==> config.mk <==
export PLATFORM = sky130hd
export DESIGN_NAME = rv_hazard_top
export DESIGN_NICKNAME = d
export VERILOG_FILES = /design/src/rtl/rv_hazard_pkg.sv /design/src/rtl/rv_hazard_top.sv /design/src/rtl/rv_hazard_unit.sv /design/src/rtl/rv_muldiv_seq.sv /design/src/rtl/rv_stage_track.sv
export SDC_FILE = /design/constraint.sdc
export NUM_CORES = 1
export LEC_CHECK = 0
export ABC_AREA = 0
export BUFFER_PORTS_ARGS = -buffer_cell sky130_fd_sc_hd__buf_2
export CORE_UTILIZATION = 25
export DETAILED_ROUTE_END_ITERATION = 6
export GPL_TIMING_DRIVEN = 0
export PLACE_DENSITY = 0.45
export SKIP_CTS_REPAIR_TIMING = 1
export SLEW_MARGIN = 10
export SYNTH_ARGS = -nofsm -noshare
export SYNTH_HDL_FRONTEND = slang
export SYNTH_SLANG_ARGS = --single-unit
==> constraint.sdc <==
create_clock -name i_clk -period 1.9 [get_ports i_clk]
set_clock_uncertainty 0.15 [all_clocks]
set_input_delay 0.095 -clock i_clk [delete_from_list [all_inputs] [get_ports i_clk]]
set_output_delay 0.095 -clock i_clk [all_outputs]
set_load 0.005 [all_outputs]
==> src/rtl/rv_hazard_pkg.sv <==
`default_nettype none

package rv_hazard_pkg;

  ////////////////////////////////////////////////////////////
  // Encodings and timing constants
  ////////////////////////////////////////////////////////////

  // LUI major opcode.
  localparam logic [6:0] OPC_LUI = 7'b0110111;

  // Result source value used by loads.
  localparam logic [1:0] RES_LOAD = 2'b10;

  // Execute cycles taken by a multiply or divide.
  localparam int MULDIV_LAT = 4;

  // Cycle counter width that can hold MULDIV_LAT.
  localparam int MULDIV_CW = $clog2(MULDIV_LAT + 1);

  ////////////////////////////////////////////////////////////
  // Types
  ////////////////////////////////////////////////////////////

  // Per stage view of one instruction.
  typedef struct packed {
    logic [4:0] rs1;
    logic [4:0] rs2;
    logic [4:0] rd;
    logic [6:0] opcode;
    logic       regw;
    logic [1:0] resultsrc;
    logic       iscsr;
    logic       is_mul;
    logic       is_div;
  } hzd_instr_t;

  // Empty slot in a stage register.
  localparam hzd_instr_t INSTR_BUBBLE = '0;

  // Operand source in execute.
  typedef enum logic [1:0] {
    FWD_NONE    = 2'd0,
    FWD_WB      = 2'd1,
    FWD_MEM     = 2'd2,
    FWD_MEM_LUI = 2'd3
  } fwd_sel_t;

  // Stall and flush controls for the pipeline registers.
  typedef struct packed {
    logic stallpc;
    logic stallfd;
    logic flushfd;
    logic stallde;
    logic flushde;
    logic stallem;
    logic stallmw;
    logic passwb;
  } hzd_ctrl_t;

endpackage

`default_nettype wire

==> src/rtl/rv_hazard_top.sv <==
`default_nettype none

module rv_hazard_top (
  input  wire                       i_clk,
  input  wire                       i_rst_n,
  input  rv_hazard_pkg::hzd_instr_t i_instr,
  input  wire                       i_pcsrc,
  input  wire                       i_dcache_stall,
  output rv_hazard_pkg::fwd_sel_t   o_fwd_a,
  output rv_hazard_pkg::fwd_sel_t   o_fwd_b,
  output rv_hazard_pkg::hzd_ctrl_t  o_ctrl
);

  import rv_hazard_pkg::*;

  hzd_instr_t s_instr_d;
  hzd_instr_t s_instr_e;
  hzd_instr_t s_instr_m;
  hzd_instr_t s_instr_w;
  hzd_ctrl_t  s_ctrl;
  logic       s_muldiv_valid;

  rv_stage_track u_stage_track (
    .i_clk     (i_clk),
    .i_rst_n   (i_rst_n),
    .i_instr   (i_instr),
    .i_ctrl    (s_ctrl),
    .o_instr_d (s_instr_d),
    .o_instr_e (s_instr_e),
    .o_instr_m (s_instr_m),
    .o_instr_w (s_instr_w)
  );

  rv_muldiv_seq u_muldiv_seq (
    .i_clk     (i_clk),
    .i_rst_n   (i_rst_n),
    .i_instr_e (s_instr_e),
    .i_ctrl    (s_ctrl),
    .o_valid   (s_muldiv_valid)
  );

  rv_hazard_unit u_hazard_unit (
    .i_instr_d      (s_instr_d),
    .i_instr_e      (s_instr_e),
    .i_instr_m      (s_instr_m),
    .i_instr_w      (s_instr_w),
    .i_pcsrc        (i_pcsrc),
    .i_dcache_stall (i_dcache_stall),
    .i_muldiv_valid (s_muldiv_valid),
    .o_fwd_a        (o_fwd_a),
    .o_fwd_b        (o_fwd_b),
    .o_ctrl         (s_ctrl)
  );

  assign o_ctrl = s_ctrl;

endmodule

`default_nettype wire

==> src/rtl/rv_hazard_unit.sv <==
`default_nettype none

module rv_hazard_unit (
  input  rv_hazard_pkg::hzd_instr_t i_instr_d,
  input  rv_hazard_pkg::hzd_instr_t i_instr_e,
  input  rv_hazard_pkg::hzd_instr_t i_instr_m,
  input  rv_hazard_pkg::hzd_instr_t i_instr_w,
  input  wire                       i_pcsrc,
  input  wire                       i_dcache_stall,
  input  wire                       i_muldiv_valid,
  output rv_hazard_pkg::fwd_sel_t   o_fwd_a,
  output rv_hazard_pkg::fwd_sel_t   o_fwd_b,
  output rv_hazard_pkg::hzd_ctrl_t  o_ctrl
);

  import rv_hazard_pkg::*;

  logic s_mem_wr;
  logic s_mem_lui;
  logic s_wb_wr;
  logic s_src_match_e;
  logic s_load_use;
  logic s_muldiv_stall;
  logic s_glob_stall;

  ////////////////////////////////////////////////////////////
  // Operand forwarding
  ////////////////////////////////////////////////////////////

  // Memory and writeback stages carrying a live register result.
  assign s_mem_wr  = i_instr_m.regw && (i_instr_m.rd != 5'd0);
  assign s_mem_lui = s_mem_wr && (i_instr_m.opcode == OPC_LUI);
  assign s_wb_wr   = i_instr_w.regw && (i_instr_w.rd != 5'd0);

  // Nearest producer wins and LUI in memory has its own path.
  function automatic fwd_sel_t fwd_select(input logic [4:0] src);
    fwd_sel_t sel;
    if (s_mem_lui && (src == i_instr_m.rd))
    begin
      sel = FWD_MEM_LUI;
    end
    else if (s_mem_wr && (src == i_instr_m.rd))
    begin
      sel = FWD_MEM;
    end
    else if (s_wb_wr && (src == i_instr_w.rd))
    begin
      sel = FWD_WB;
    end
    else
    begin
      sel = FWD_NONE;
    end
    return sel;
  endfunction

  always_comb
  begin
    o_fwd_a = fwd_select(i_instr_e.rs1);
    o_fwd_b = fwd_select(i_instr_e.rs2);
  end

  ////////////////////////////////////////////////////////////
  // Stall and flush
  ////////////////////////////////////////////////////////////

  assign s_src_match_e = (i_instr_d.rs1 == i_instr_e.rd) ||
                         (i_instr_d.rs2 == i_instr_e.rd);

  // CSR read data comes late, like a load, unless decode is a CSR too.
  assign s_load_use = s_src_match_e &&
                      ((i_instr_e.resultsrc == RES_LOAD) ||
                       (i_instr_e.iscsr && !i_instr_d.iscsr));

  assign s_muldiv_stall = (i_instr_e.is_mul | i_instr_e.is_div) & ~i_muldiv_valid;
  assign s_glob_stall   = i_dcache_stall | s_muldiv_stall;

  always_comb
  begin
    o_ctrl         = '0;
    o_ctrl.stallpc = s_load_use | s_glob_stall;
    o_ctrl.stallfd = s_load_use | s_glob_stall;
    o_ctrl.flushfd = i_pcsrc;
    o_ctrl.flushde = s_load_use | i_pcsrc;
    o_ctrl.stallde = s_glob_stall;
    o_ctrl.stallem = s_glob_stall;
    o_ctrl.stallmw = s_glob_stall;
    // Back to back CSRs bypass the writeback value.
    o_ctrl.passwb  = i_instr_m.iscsr & i_instr_w.iscsr;
  end

endmodule

`default_nettype wire

==> src/rtl/rv_muldiv_seq.sv <==
`default_nettype none

module rv_muldiv_seq (
  input  wire                       i_clk,
  input  wire                       i_rst_n,
  input  rv_hazard_pkg::hzd_instr_t i_instr_e,
  input  rv_hazard_pkg::hzd_ctrl_t  i_ctrl,
  output logic                      o_valid
);

  import rv_hazard_pkg::*;

  logic [MULDIV_CW-1:0] r_cnt;
  logic                 s_busy;
  logic                 s_waiting;

  // A long operation sits in execute.
  assign s_busy = i_instr_e.is_mul | i_instr_e.is_div;

  // Result is ready in the last execute cycle of the operation.
  assign o_valid = s_busy && (r_cnt == MULDIV_CW'(MULDIV_LAT - 1));

  // Operation still holding the pipe on its own account.
  assign s_waiting = s_busy & ~o_valid;

  ////////////////////////////////////////////////////////////
  // Cycle counter
  ////////////////////////////////////////////////////////////

  // Stallde high without a waiting operation is a cache stall, so hold.
  always_ff @(posedge i_clk)
  begin
    if (!i_rst_n)
    begin
      r_cnt <= '0;
    end
    else if (!i_ctrl.stallde)
    begin
      r_cnt <= '0;
    end
    else if (s_waiting)
    begin
      r_cnt <= r_cnt + 1'b1;
    end
  end

endmodule

`default_nettype wire

==> src/rtl/rv_stage_track.sv <==
`default_nettype none

module rv_stage_track (
  input  wire                       i_clk,
  input  wire                       i_rst_n,
  input  rv_hazard_pkg::hzd_instr_t i_instr,
  input  rv_hazard_pkg::hzd_ctrl_t  i_ctrl,
  output rv_hazard_pkg::hzd_instr_t o_instr_d,
  output rv_hazard_pkg::hzd_instr_t o_instr_e,
  output rv_hazard_pkg::hzd_instr_t o_instr_m,
  output rv_hazard_pkg::hzd_instr_t o_instr_w
);

  import rv_hazard_pkg::*;

  hzd_instr_t r_instr_d;
  hzd_instr_t r_instr_e;
  hzd_instr_t r_instr_m;
  hzd_instr_t r_instr_w;

  // Next value of one stage register with stall priority over flush.
  function automatic hzd_instr_t stage_next(
    input hzd_instr_t cur,
    input hzd_instr_t nxt,
    input logic       stall,
    input logic       flush
  );
    hzd_instr_t res;
    if (stall)
    begin
      res = cur;
    end
    else if (flush)
    begin
      res = INSTR_BUBBLE;
    end
    else
    begin
      res = nxt;
    end
    return res;
  endfunction

  ////////////////////////////////////////////////////////////
  // Fetch/decode and decode/execute registers
  ////////////////////////////////////////////////////////////

  always_ff @(posedge i_clk)
  begin
    if (!i_rst_n)
    begin
      r_instr_d <= INSTR_BUBBLE;
      r_instr_e <= INSTR_BUBBLE;
    end
    else
    begin
      r_instr_d <= stage_next(r_instr_d, i_instr, i_ctrl.stallfd, i_ctrl.flushfd);
      r_instr_e <= stage_next(r_instr_e, r_instr_d, i_ctrl.stallde, i_ctrl.flushde);
    end
  end

  ////////////////////////////////////////////////////////////
  // Execute/memory and memory/writeback registers
  ////////////////////////////////////////////////////////////

  // These stages are never flushed, only held.
  always_ff @(posedge i_clk)
  begin
    if (!i_rst_n)
    begin
      r_instr_m <= INSTR_BUBBLE;
      r_instr_w <= INSTR_BUBBLE;
    end
    else
    begin
      r_instr_m <= stage_next(r_instr_m, r_instr_e, i_ctrl.stallem, 1'b0);
      r_instr_w <= stage_next(r_instr_w, r_instr_m, i_ctrl.stallmw, 1'b0);
    end
  end

  assign o_instr_d = r_instr_d;
  assign o_instr_e = r_instr_e;
  assign o_instr_m = r_instr_m;
  assign o_instr_w = r_instr_w;

endmodule

`default_nettype wire

==> run_results.csv, run 1 <==
group,metric,value,unit
logic_synthesis,synth_area_leaders,"dfxtp_1 44%, mux2i_1 7.7%, nand2_1 7.6%",
clock_network,clock-sinks,80,
global_route,grt_pass1_vias,2918,
global_route,grt_usage,13.5,%
clock_network,cts-root-buf,"clkbuf_16",
worst_setup_path,start_kind,"register",
timing,fin_hold_ws,0.114,ns
logic_synthesis,synth.yosys.seq_area_share,44.1,%
worst_setup_path,arrival,1.80,ns
worst_setup_path,required,1.65,ns
timing,fin_ws,-0.145,ns
clock_network,cts_made_buffers,9,
floorplan,dieArea,0.0150,mm²
timing,slew_viol_final,0,
hold_path,hold_class,"in -> reg",
global_route,grt_overflow,0,
flow_run,maxCapViolCount,0,
detailed_routing,routed_wirelength,9.89,mm
global_route,grt_max_degree,13,
detailed_routing,wl_per_cell,14.5,µm
detailed_routing,drt-initial-drc-count,88,
placed_design,place_area,0.00407,mm²
logic_synthesis,yosysMostFrequentCell,"dfxtp_1",
detailed_routing,drc_errors,0,
floorplan,die_h,123,µm
power_and_ir_drop,switching_share,23.1,%
power_and_ir_drop,peakVddDrop,0.313,mV
detailed_routing,dr.pass1.iters,4,
timing,worst_pin_slew,0.781,ns
floorplan,initial_core_util,25.9,%
placed_design,io_buffers,42,
logic_synthesis,avgSynthCellArea,9.17,µm²
timing,fin_crit_sh,108,%
timing,max-slew-margin-rel,47.4,%
power_and_ir_drop,p_int,3030,µW
clock_network,cts_tree,"yes",
logic_synthesis,ys_seq_elements,80,
detailed_routing,postRouteAntennaNets,0,
logic_synthesis,synth_cell_types,30,
cells_and_area,fillers,1415,
timing,tns,-0.750,ns
power_and_ir_drop,leakage,0.00194,µW
run_status,failed_checks,"negative setup slack",
placed_design,hpwl,7.03,mm
timing,final_hold_viol_count,0,
logic_synthesis,synthCells,396,
timing,max_freq,489,MHz
logic_synthesis,synthFlopType,"dfxtp_1",
clock_network,clk_path_buf_depth,2,
detailed_routing,vias,3108,
worst_setup_path,setup.worst_path.end_class,"output port",
logic_synthesis,yosys_warnings,0,
global_route,grt_pass1_wl,15.3,mm
power_and_ir_drop,power.switching,909,µW
clock_network,cts_max_level,3,
logic_synthesis,synth_top_area_share,44.1,%
placed_design,gp_congestion,0.770,
logic_synthesis,synth.cell_area,0.00363,mm²
floorplan,io-pin-count,44,
worst_setup_path,path_class,"reg -> out",
detailed_routing,viasPerCell,4.55,
cells_and_area,syn2layout_area_growth,40.7,%
floorplan,fp.coreArea,0.0140,mm²
timing,period_minus_slack,2.04,ns
floorplan,die_w,123,µm
placed_design,dp.cells,618,
cells_and_area,stdcell_area,0.00511,mm²
logic_synthesis,async_flop_share,0,%
floorplan,rows,43,
logic_synthesis,synth_top_area_cell,"dfxtp_1",
run_status,outcome,"finished with violations",
worst_setup_path,crit_fanout,3,
power_and_ir_drop,comb_power_share,11.8,%
timing,grt_setup_unrepaired,"true",
cells_and_area,nets,532,
power_and_ir_drop,clock_power_share,44.2,%
power_and_ir_drop,p_seq_share,44.0,%
global_route,antenna_found_initial,0,
clock_network,clock_latency,0.33,ns
logic_synthesis,synthTopCellsByCount,"80 x dfxtp_1, 74 x nand2_1, 36 x nand3_1",
logic_synthesis,syn_nets,430,
cells_and_area,layout.cells.non_filler,683,
cells_and_area,diodes,0,
logic_synthesis,synth_edf_count,0,
timing,setup_viol,12,
clock_network,clk_pin_slew,0.06,ns
cells_and_area,drive_gt1_share,27.8,%
power_and_ir_drop,p_per_area,771,mW/mm²
power by group through the flow:
stage	sequential, µW	combinational (µW)	clock, µW
6_report	1730	466	1740
5_1_grt	1740	509	1850
4_1_cts	1740	339	1780
3_5_place_dp	1770	338	0
3_3_place_gp	1770	334	0
2_1_floorplan	1770	223	0
layout make-up:
cell class / count / area, µm² / area share [%]
repair buffers: 95 / 724 / 14.2
inverters: 3 / 16.3 / 0.318
multi-input cells: 277 / 1990 / 38.9
clock inverters: 3 / 40.0 / 0.784
well taps: 180 / 225 / 4.41
flip-flops and latches: 80 / 1630 / 31.9
clock buffers: 13 / 260 / 5.09
plain buffers: 32 / 228 / 4.46
routing by layer:
metal,global-route usage (%),share of wire [%]
met1,18.1,48
met2,21.9,48
met3,2.00,2.4
met4,4.57,1.5
met5,0,0
state kept, by name (all words and copies together) (netlist names):
name                     count
u_stage_track.o_instr_e     28
u_stage_track.o_instr_w      7
u_muldiv_seq.r_cnt           3
u_stage_track.o_instr_m     14
u_stage_track.o_instr_d     28
worst paths after layout:
kind	startpoint	end	slack (ns)	cells after the start
setup reg to reg	u_stage_track.o_instr_e[17]	u_stage_track.o_instr_e[16]	-0.02	8
setup / recovery	u_stage_track.o_instr_m[15]	o_fwd_a[0]	-0.14	6
hold reg to reg	u_stage_track.o_instr_m[8]	u_stage_track.o_instr_m[8]	0.31	2
hold / removal	i_pcsrc	u_stage_track.o_instr_e[4]	0.11	4
per-stage QoR:
| stage | total power, µW | utilization, % | worst slack, ns |
|---|---|---|---|
| 5_1_grt | 4100 | 36.4 | -0.198 |
| 3_5_place_dp | 2110 | 29.0 | -0.478 |
| 3_3_place_gp | 2110 | 29.0 | -0.436 |
| 4_1_cts | 3850 | 31.1 | -0.836 |
| 6_report | 3940 | 36.4 | -0.145 |
| 2_1_floorplan | 1990 | - | 0.00347 |
critical path: stages, from the launching register on:
cell,delay (ns)
dfxtp_4,0.36
or4_4,0.54
o21ai_4,0.23
nor4_4,0.09
nand2_1,0.07
o21ai_1,0.06
buf_2,0.13
cells in the final DEF, fill, tap and decap left out, types with 5 or more instances in the layout:
cell type	n
clkbuf_1	18
xnor2_1	17
nand3_1	34
nand3b_1	28
buf_2	37
dfxtp_2	7
a21boi_0	22
o31ai_2	11
dfxtp_4	5
dfxtp_1	68
dlygate4sd3_1	29
o31ai_1	16
nand2_1	74
clkbuf_16	9
buf_6	11
buf_4	25
mux2i_1	28
xor2_1	10
logic make-up after synthesis:
| family | count (synthesis) | synth area share (%) |
|---|---|---|
| AND/OR/NAND/NOR | 158 | 21.6 |
| adder cells (fa/ha/maj) | 2 | 0.689 |
| XOR/XNOR | 30 | 7.24 |
| buffers and inverters | 39 | 5.38 |
| multiplexers | 28 | 7.72 |
| flip-flops | 80 | 44.1 |
| AO/OA/AOI/OAI | 59 | 13.2 |
Note: power is estimated with default switching activity, not from simulation.
==> run 2, diff against run 1 <==
--- a/config.mk
+++ b/config.mk
@@ -10,7 +10,7 @@
 export CORE_UTILIZATION = 25
 export DETAILED_ROUTE_END_ITERATION = 6
 export GPL_TIMING_DRIVEN = 0
-export PLACE_DENSITY = 0.45
+export PLACE_DENSITY_LB_ADDON = 0.08
 export SKIP_CTS_REPAIR_TIMING = 1
 export SLEW_MARGIN = 10
 export SYNTH_ARGS = -nofsm -noshare
==> run 2 against run 1 <==
Net effect:
- the flow still finishes with violations (negative setup slack)
- count of clock-buffer cells in the layout decreased by 4
- fmax decreased by 1.5%
- non-clock buffer count decreased by 9
- critical path type unchanged
- largest cell class unchanged
- highest routed layer unchanged
==> run_results.csv, run 2 (same netlist as run 1, synthesis figures left out) <==
group,metric,value,unit
run_status,outcome,"finished with violations",
run_status,failed_checks,"negative setup slack",
clock_network,cts_max_level,3,
global_route,grt_pass1_wl,16.1,mm
detailed_routing,routed_wirelength,10.3,mm
global_route,grt_pass1_vias,2908,
timing,period_minus_slack,2.08,ns
timing,worst_pin_slew,0.612,ns
cells_and_area,syn2layout_area_growth,38.1,%
detailed_routing,postRouteAntennaNets,0,
detailed_routing,viasPerCell,4.46,
power_and_ir_drop,leakage,0.00191,µW
timing,max_freq,482,MHz
hold_path,hold_path_depth,4,
cells_and_area,final_common_cell,"nand2_1",
worst_setup_path,start_kind,"register",
timing,slew_viol_final,0,
placed_design,io_buffers,42,
cells_and_area,drive_gt1_share,25.9,%
placed_design,hpwl,7.41,mm
power_and_ir_drop,peakVddDrop,0.387,mV
cells_and_area,fin_util,35.7,%
hold_path,hold_class,"in -> reg",
worst_setup_path,rr_startpoint,"u_stage_track.o_instr_e[17]",
global_route,grt_usage,14.7,%
timing,tns,-1.05,ns
detailed_routing,drc_errors,0,
global_route,antenna_found_initial,0,
flow_run,maxCapViolCount,0,
worst_setup_path,arrival,1.83,ns
clock_network,clock_latency,0.34,ns
timing,grt_setup_unrepaired,"true",
detailed_routing,dr.pass1.iters,4,
hold_path,min_to,"u_stage_track.o_instr_e[13]",
cells_and_area,layout_common_cells,"74 x nand2_1, 69 x dfxtp_1, 41 x buf_2",
floorplan,io-pin-count,44,
clock_network,cts_made_buffers,9,
clock_network,clock-sinks,80,
power_and_ir_drop,p_total,4150,µW
clock_network,clk_pin_slew,0.06,ns
floorplan,die_w,123,µm
hold_path,hp-start,"i_pcsrc",
clock_network,cts_tree,"yes",
power_and_ir_drop,p_per_area,828,mW/mm²
worst_setup_path,setup.worst_path.end_class,"output port",
detailed_routing,vias,3004,
placed_design,pre_cts_slack,-0.594,ns
worst_setup_path,crit_fanout,7,
floorplan,initial_core_util,25.9,%
worst_setup_path,ff2ff_path_depth,7,
floorplan,rows,43,
timing,setup_viol,10,
timing,max-slew-margin-rel,58.8,%
cells_and_area,diodes,0,
timing,fin_crit_sh,109,%
clock_network,clk_path_buf_depth,2,
cells_and_area,nets,523,
detailed_routing,drt-initial-drc-count,108,
worst_setup_path,required,1.65,ns
floorplan,dieArea,0.0150,mm²
timing,final_hold_viol_count,0,
worst_setup_path,path_class,"reg -> out",
global_route,grt_max_degree,14,
floorplan,fp.coreArea,0.0140,mm²
floorplan,die_h,123,µm
timing,fin_ws,-0.176,ns
global_route,grt_overflow,0,
worst_setup_path,reg2reg_to,"u_stage_track.o_instr_e[14]",
clock_network,cts-root-buf,"clkbuf_16",
placed_design,gp_congestion,0.736,
detailed_routing,wl_per_cell,15.2,µm
worst_setup_path,reg2reg_slack,0.06,ns
run 2: cell types whose count changed in the layout (fill, tap and decap cells not counted), sizes merged:
| cell | change |
|---|---|
| clkinv | +3 |
| inv | -1 |
| bufinv | +2 |
| buf | -10 |
| clkbuf | -3 |
run 2: critical path: stages (launching register included):
cell      delay [ns]
dfxtp_2         0.35
ha_4            0.14
ha_4            0.13
nor2_4          0.05
nor2_4          0.15
inv_4           0.08
nor2_4          0.10
buf_6           0.12
buf_12          0.12
clkinv_8        0.04
buf_6           0.10
buf_6           0.10
run 2: final cells by class:
cell class                      count  area [µm²]
Fill cell                        1413        9030
Multi-Input combinational cell    277        1950
Sequential cell                    80        1630
Timing Repair Buffer               84         614
Buffer                             34         233
Clock buffer                        9         225
Tap cell                          180         225
Clock inverter                      7         110
Inverter                            3        26.3
run 2: per-layer routing:
| metal | GRT usage, % | routed length (µm) | up-vias |
|---|---|---|---|
| li1 | - | - | 1560 |
| met1 | 20.3 | 5300 | 1397 |
| met2 | 22.0 | 4580 | 35 |
| met3 | 2.37 | 198 | 12 |
| met4 | 6.86 | 197 | 0 |
| met5 | 0 | 0 | - |
run 2: how the worst max path moves through the flow:
stage / from / endpoint / depth (start not counted)
after floorplan: u_muldiv_seq.r_cnt[0] / u_stage_track.o_instr_e[16] / 9
after global placement: u_muldiv_seq.r_cnt[0] / o_ctrl[1] / 9
after detailed placement: u_muldiv_seq.r_cnt[0] / o_ctrl[1] / 9
after CTS: u_muldiv_seq.r_cnt[0] / o_ctrl[1] / 9
after global routing: u_muldiv_seq.r_cnt[0] / o_ctrl[7] / 11
final: u_muldiv_seq.r_cnt[0] / o_ctrl[7] / 11
run 2: through the flow:
step | cell area (µm²) | instances | hold slack, ns
final | 5010 | 674 | 0.162
after detailed placement | 4070 | 618 | 0.225
after CTS | 4400 | 634 | -0.142
after floorplan | 3630 | 396 | 0.112
after global routing | 5010 | 674 | 0.184
after global placement | 4070 | 618 | 0.220
run 2: power by group:
group	internal, µW	switching (µW)
combinational	215	228
clock	1270	698
sequential	1710	23.7
total	3200	950
==> run 3, diff against run 2 <==
--- a/config.mk
+++ b/config.mk
@@ -11,6 +11,7 @@
 export DETAILED_ROUTE_END_ITERATION = 6
 export GPL_TIMING_DRIVEN = 0
 export PLACE_DENSITY_LB_ADDON = 0.08
+export SETUP_SLACK_MARGIN = 0.4
 export SKIP_CTS_REPAIR_TIMING = 1
 export SLEW_MARGIN = 10
 export SYNTH_ARGS = -nofsm -noshare
==> run 3 against run 2 <==
Net effect:
- the flow finishes with violations (negative hold slack, negative setup slack)
- clock power fell by 7%
- die area did not move
- core utilization rose by 2.8 points
- via count rose by 2.7%
- non-clock buffer count rose by 9
- wire length rose by 1.5%
- register-to-register slack got worse by 0.06 ns
- cell count rose by 1.3%
- critical path type unchanged
- critical endpoint is now o_ctrl[1]
- largest cell class unchanged
- highest routed layer unchanged
==> run_results.csv, run 3 (same netlist as run 1, synthesis figures left out) <==
group,metric,value,unit
cells_and_area,layout.cells.non_filler,683,
placed_design,dp.cells,618,
power_and_ir_drop,power.switching,980,µW
floorplan,rows,43,
timing,fin_crit_sh,110,%
detailed_routing,vias,3086,
run_status,failed_checks,"negative hold slack, negative setup slack",
detailed_routing,dr.pass1.iters,4,
worst_setup_path,max_stage_delay,0.35,ns
cells_and_area,syn2layout_area_growth,49.1,%
global_route,grt_usage,14.2,%
clock_network,clock_latency,0.34,ns
clock_network,clock-sinks,80,
worst_setup_path,crit_chain,"ha_4, ha_4, nor2_4, nor2_4, clkinv_4, buf_8, buf_6, buf_4, buf_2",
cells_and_area,layout_common_cells,"74 x nand2_1, 65 x dfxtp_1, 41 x buf_2",
floorplan,die_h,123,µm
power_and_ir_drop,switching_share,23.9,%
detailed_routing,routed_wirelength,10.4,mm
clock_network,cts_made_buffers,9,
power_and_ir_drop,peakVddDrop,0.396,mV
floorplan,io-pin-count,44,
power_and_ir_drop,p_per_area,758,mW/mm²
power_and_ir_drop,p_seq_share,42.3,%
cells_and_area,final_common_cell,"nand2_1",
timing,max-slew-margin-rel,57.6,%
detailed_routing,wl_per_cell,15.3,µm
floorplan,initial_core_util,25.9,%
timing,worst_pin_slew,0.630,ns
cells_and_area,nets,532,
detailed_routing,drc_errors,0,
floorplan,die_w,123,µm
flow_run,maxCapViolCount,0,
clock_network,cts-root-buf,"clkbuf_16",
worst_setup_path,setup.worst_path.end_class,"output port",
detailed_routing,postRouteAntennaNets,0,
global_route,grt_pass1_wl,15.6,mm
detailed_routing,viasPerCell,4.52,
worst_setup_path,crit_fanout,12,
worst_setup_path,arrival,1.84,ns
global_route,grt_overflow,0,
power_and_ir_drop,clock_power_share,44.9,%
timing,period_minus_slack,2.08,ns
worst_setup_path,path_class,"reg -> out",
clock_network,clk_pin_slew,0.06,ns
placed_design,gp_congestion,0.761,
worst_setup_path,start_kind,"register",
global_route,antenna_found_initial,0,
power_and_ir_drop,leakage,0.00204,µW
timing,max_freq,480,MHz
clock_network,cts_max_level,3,
cells_and_area,diodes,0,
clock_network,cts_tree,"yes",
timing,slew_viol_final,0,
timing,final_hold_viol_count,1,
hold_path,hold_class,"in -> reg",
timing,setup_viol,9,
floorplan,fp.coreArea,0.0140,mm²
timing,fin_ws,-0.183,ns
placed_design,hpwl,7.37,mm
global_route,grt_max_degree,14,
global_route,grt_pass1_vias,2784,
clock_network,clk_path_buf_depth,2,
timing,grt_setup_unrepaired,"true",
power_and_ir_drop,comb_power_share,12.9,%
detailed_routing,drt-initial-drc-count,125,
timing,fin_hold_ws,-0.0755,ns
worst_setup_path,cp_slowest_cell,"dfxtp_2",
power_and_ir_drop,p_total,4100,µW
run_status,outcome,"finished with violations",
placed_design,io_buffers,42,
cells_and_area,drive_gt1_share,33.6,%
floorplan,dieArea,0.0150,mm²
power_and_ir_drop,p_int,3120,µW
worst_setup_path,required,1.65,ns
==> run 3: cell count changes in the layout (fill, tap and decap cells not counted), sizes merged <==
cell         delta
buf            +12
bufinv          -1
clkbuf          -1
dlygate4sd3     -1
==> run 3: final timing paths <==
check	end	from	cells after the start	slack (ns)
worst max-delay path	o_ctrl[1]	u_muldiv_seq.r_cnt[1]	9	-0.18
worst min-delay path	u_muldiv_seq.r_cnt[1]	i_dcache_stall	3	-0.08
worst max register to register	u_stage_track.o_instr_e[7]	u_stage_track.o_instr_e[16]	8	0
worst min register to register	u_stage_track.o_instr_m[6]	u_stage_track.o_instr_m[6]	2	0.31
==> run 3: power groups by stage <==
| stage | Clock, µW | Sequential (µW) | Combinational (µW) |
|---|---|---|---|
| after floorplan | 0 | 1770 | 239 |
| after detailed placement | 0 | 1780 | 360 |
| final | 1840 | 1730 | 528 |
| after CTS | 1910 | 1740 | 361 |
| after global routing | 1980 | 1740 | 570 |
| after global placement | 0 | 1780 | 360 |
==> run 3: area by class of cell <==
type	count	area [µm²]
clock inverter	6	83.8
fill	1426	8630
sequential	80	1640
clock buffer	10	229
inverter	3	18.8
buffer	36	315
tap	180	225
timing repair buffer	91	717
multi-input combinational	277	2190
==> run 3: metal layers <==
metal  track usage, %  part of all wire (%)
met5                0                     0
met4             6.17                   1.7
met3             2.18                   2.4
met2             22.0                    47
met1             19.3                    49
==> run 3: critical path: cells and delay by family (launching register included) <==
| kind | cells | cell delay (ns) |
|---|---|---|
| AND/OR/NAND/NOR | 2 | 0.19 |
| adder cells (fa/ha/maj) | 2 | 0.27 |
| flip-flops | 1 | 0.35 |
| buffers and inverters | 5 | 0.67 |
==> run 3: stage by stage <==
stage / hold slack (ns) / util, % / setup TNS [ns] / setup slack (ns) / area (µm²)
2_1_floorplan: 0.108 / - / 0 / 0.267 / 3720
3_3_place_gp: 0.220 / 29.6 / -0.391 / -0.0659 / 4160
3_5_place_dp: 0.225 / 29.6 / -0.381 / -0.0717 / 4160
4_1_cts: -0.137 / 31.8 / -3.30 / -0.447 / 4470
5_1_grt: -0.0733 / 38.5 / -2.38 / -0.263 / 5410
6_report: -0.0755 / 38.5 / -1.10 / -0.183 / 5410
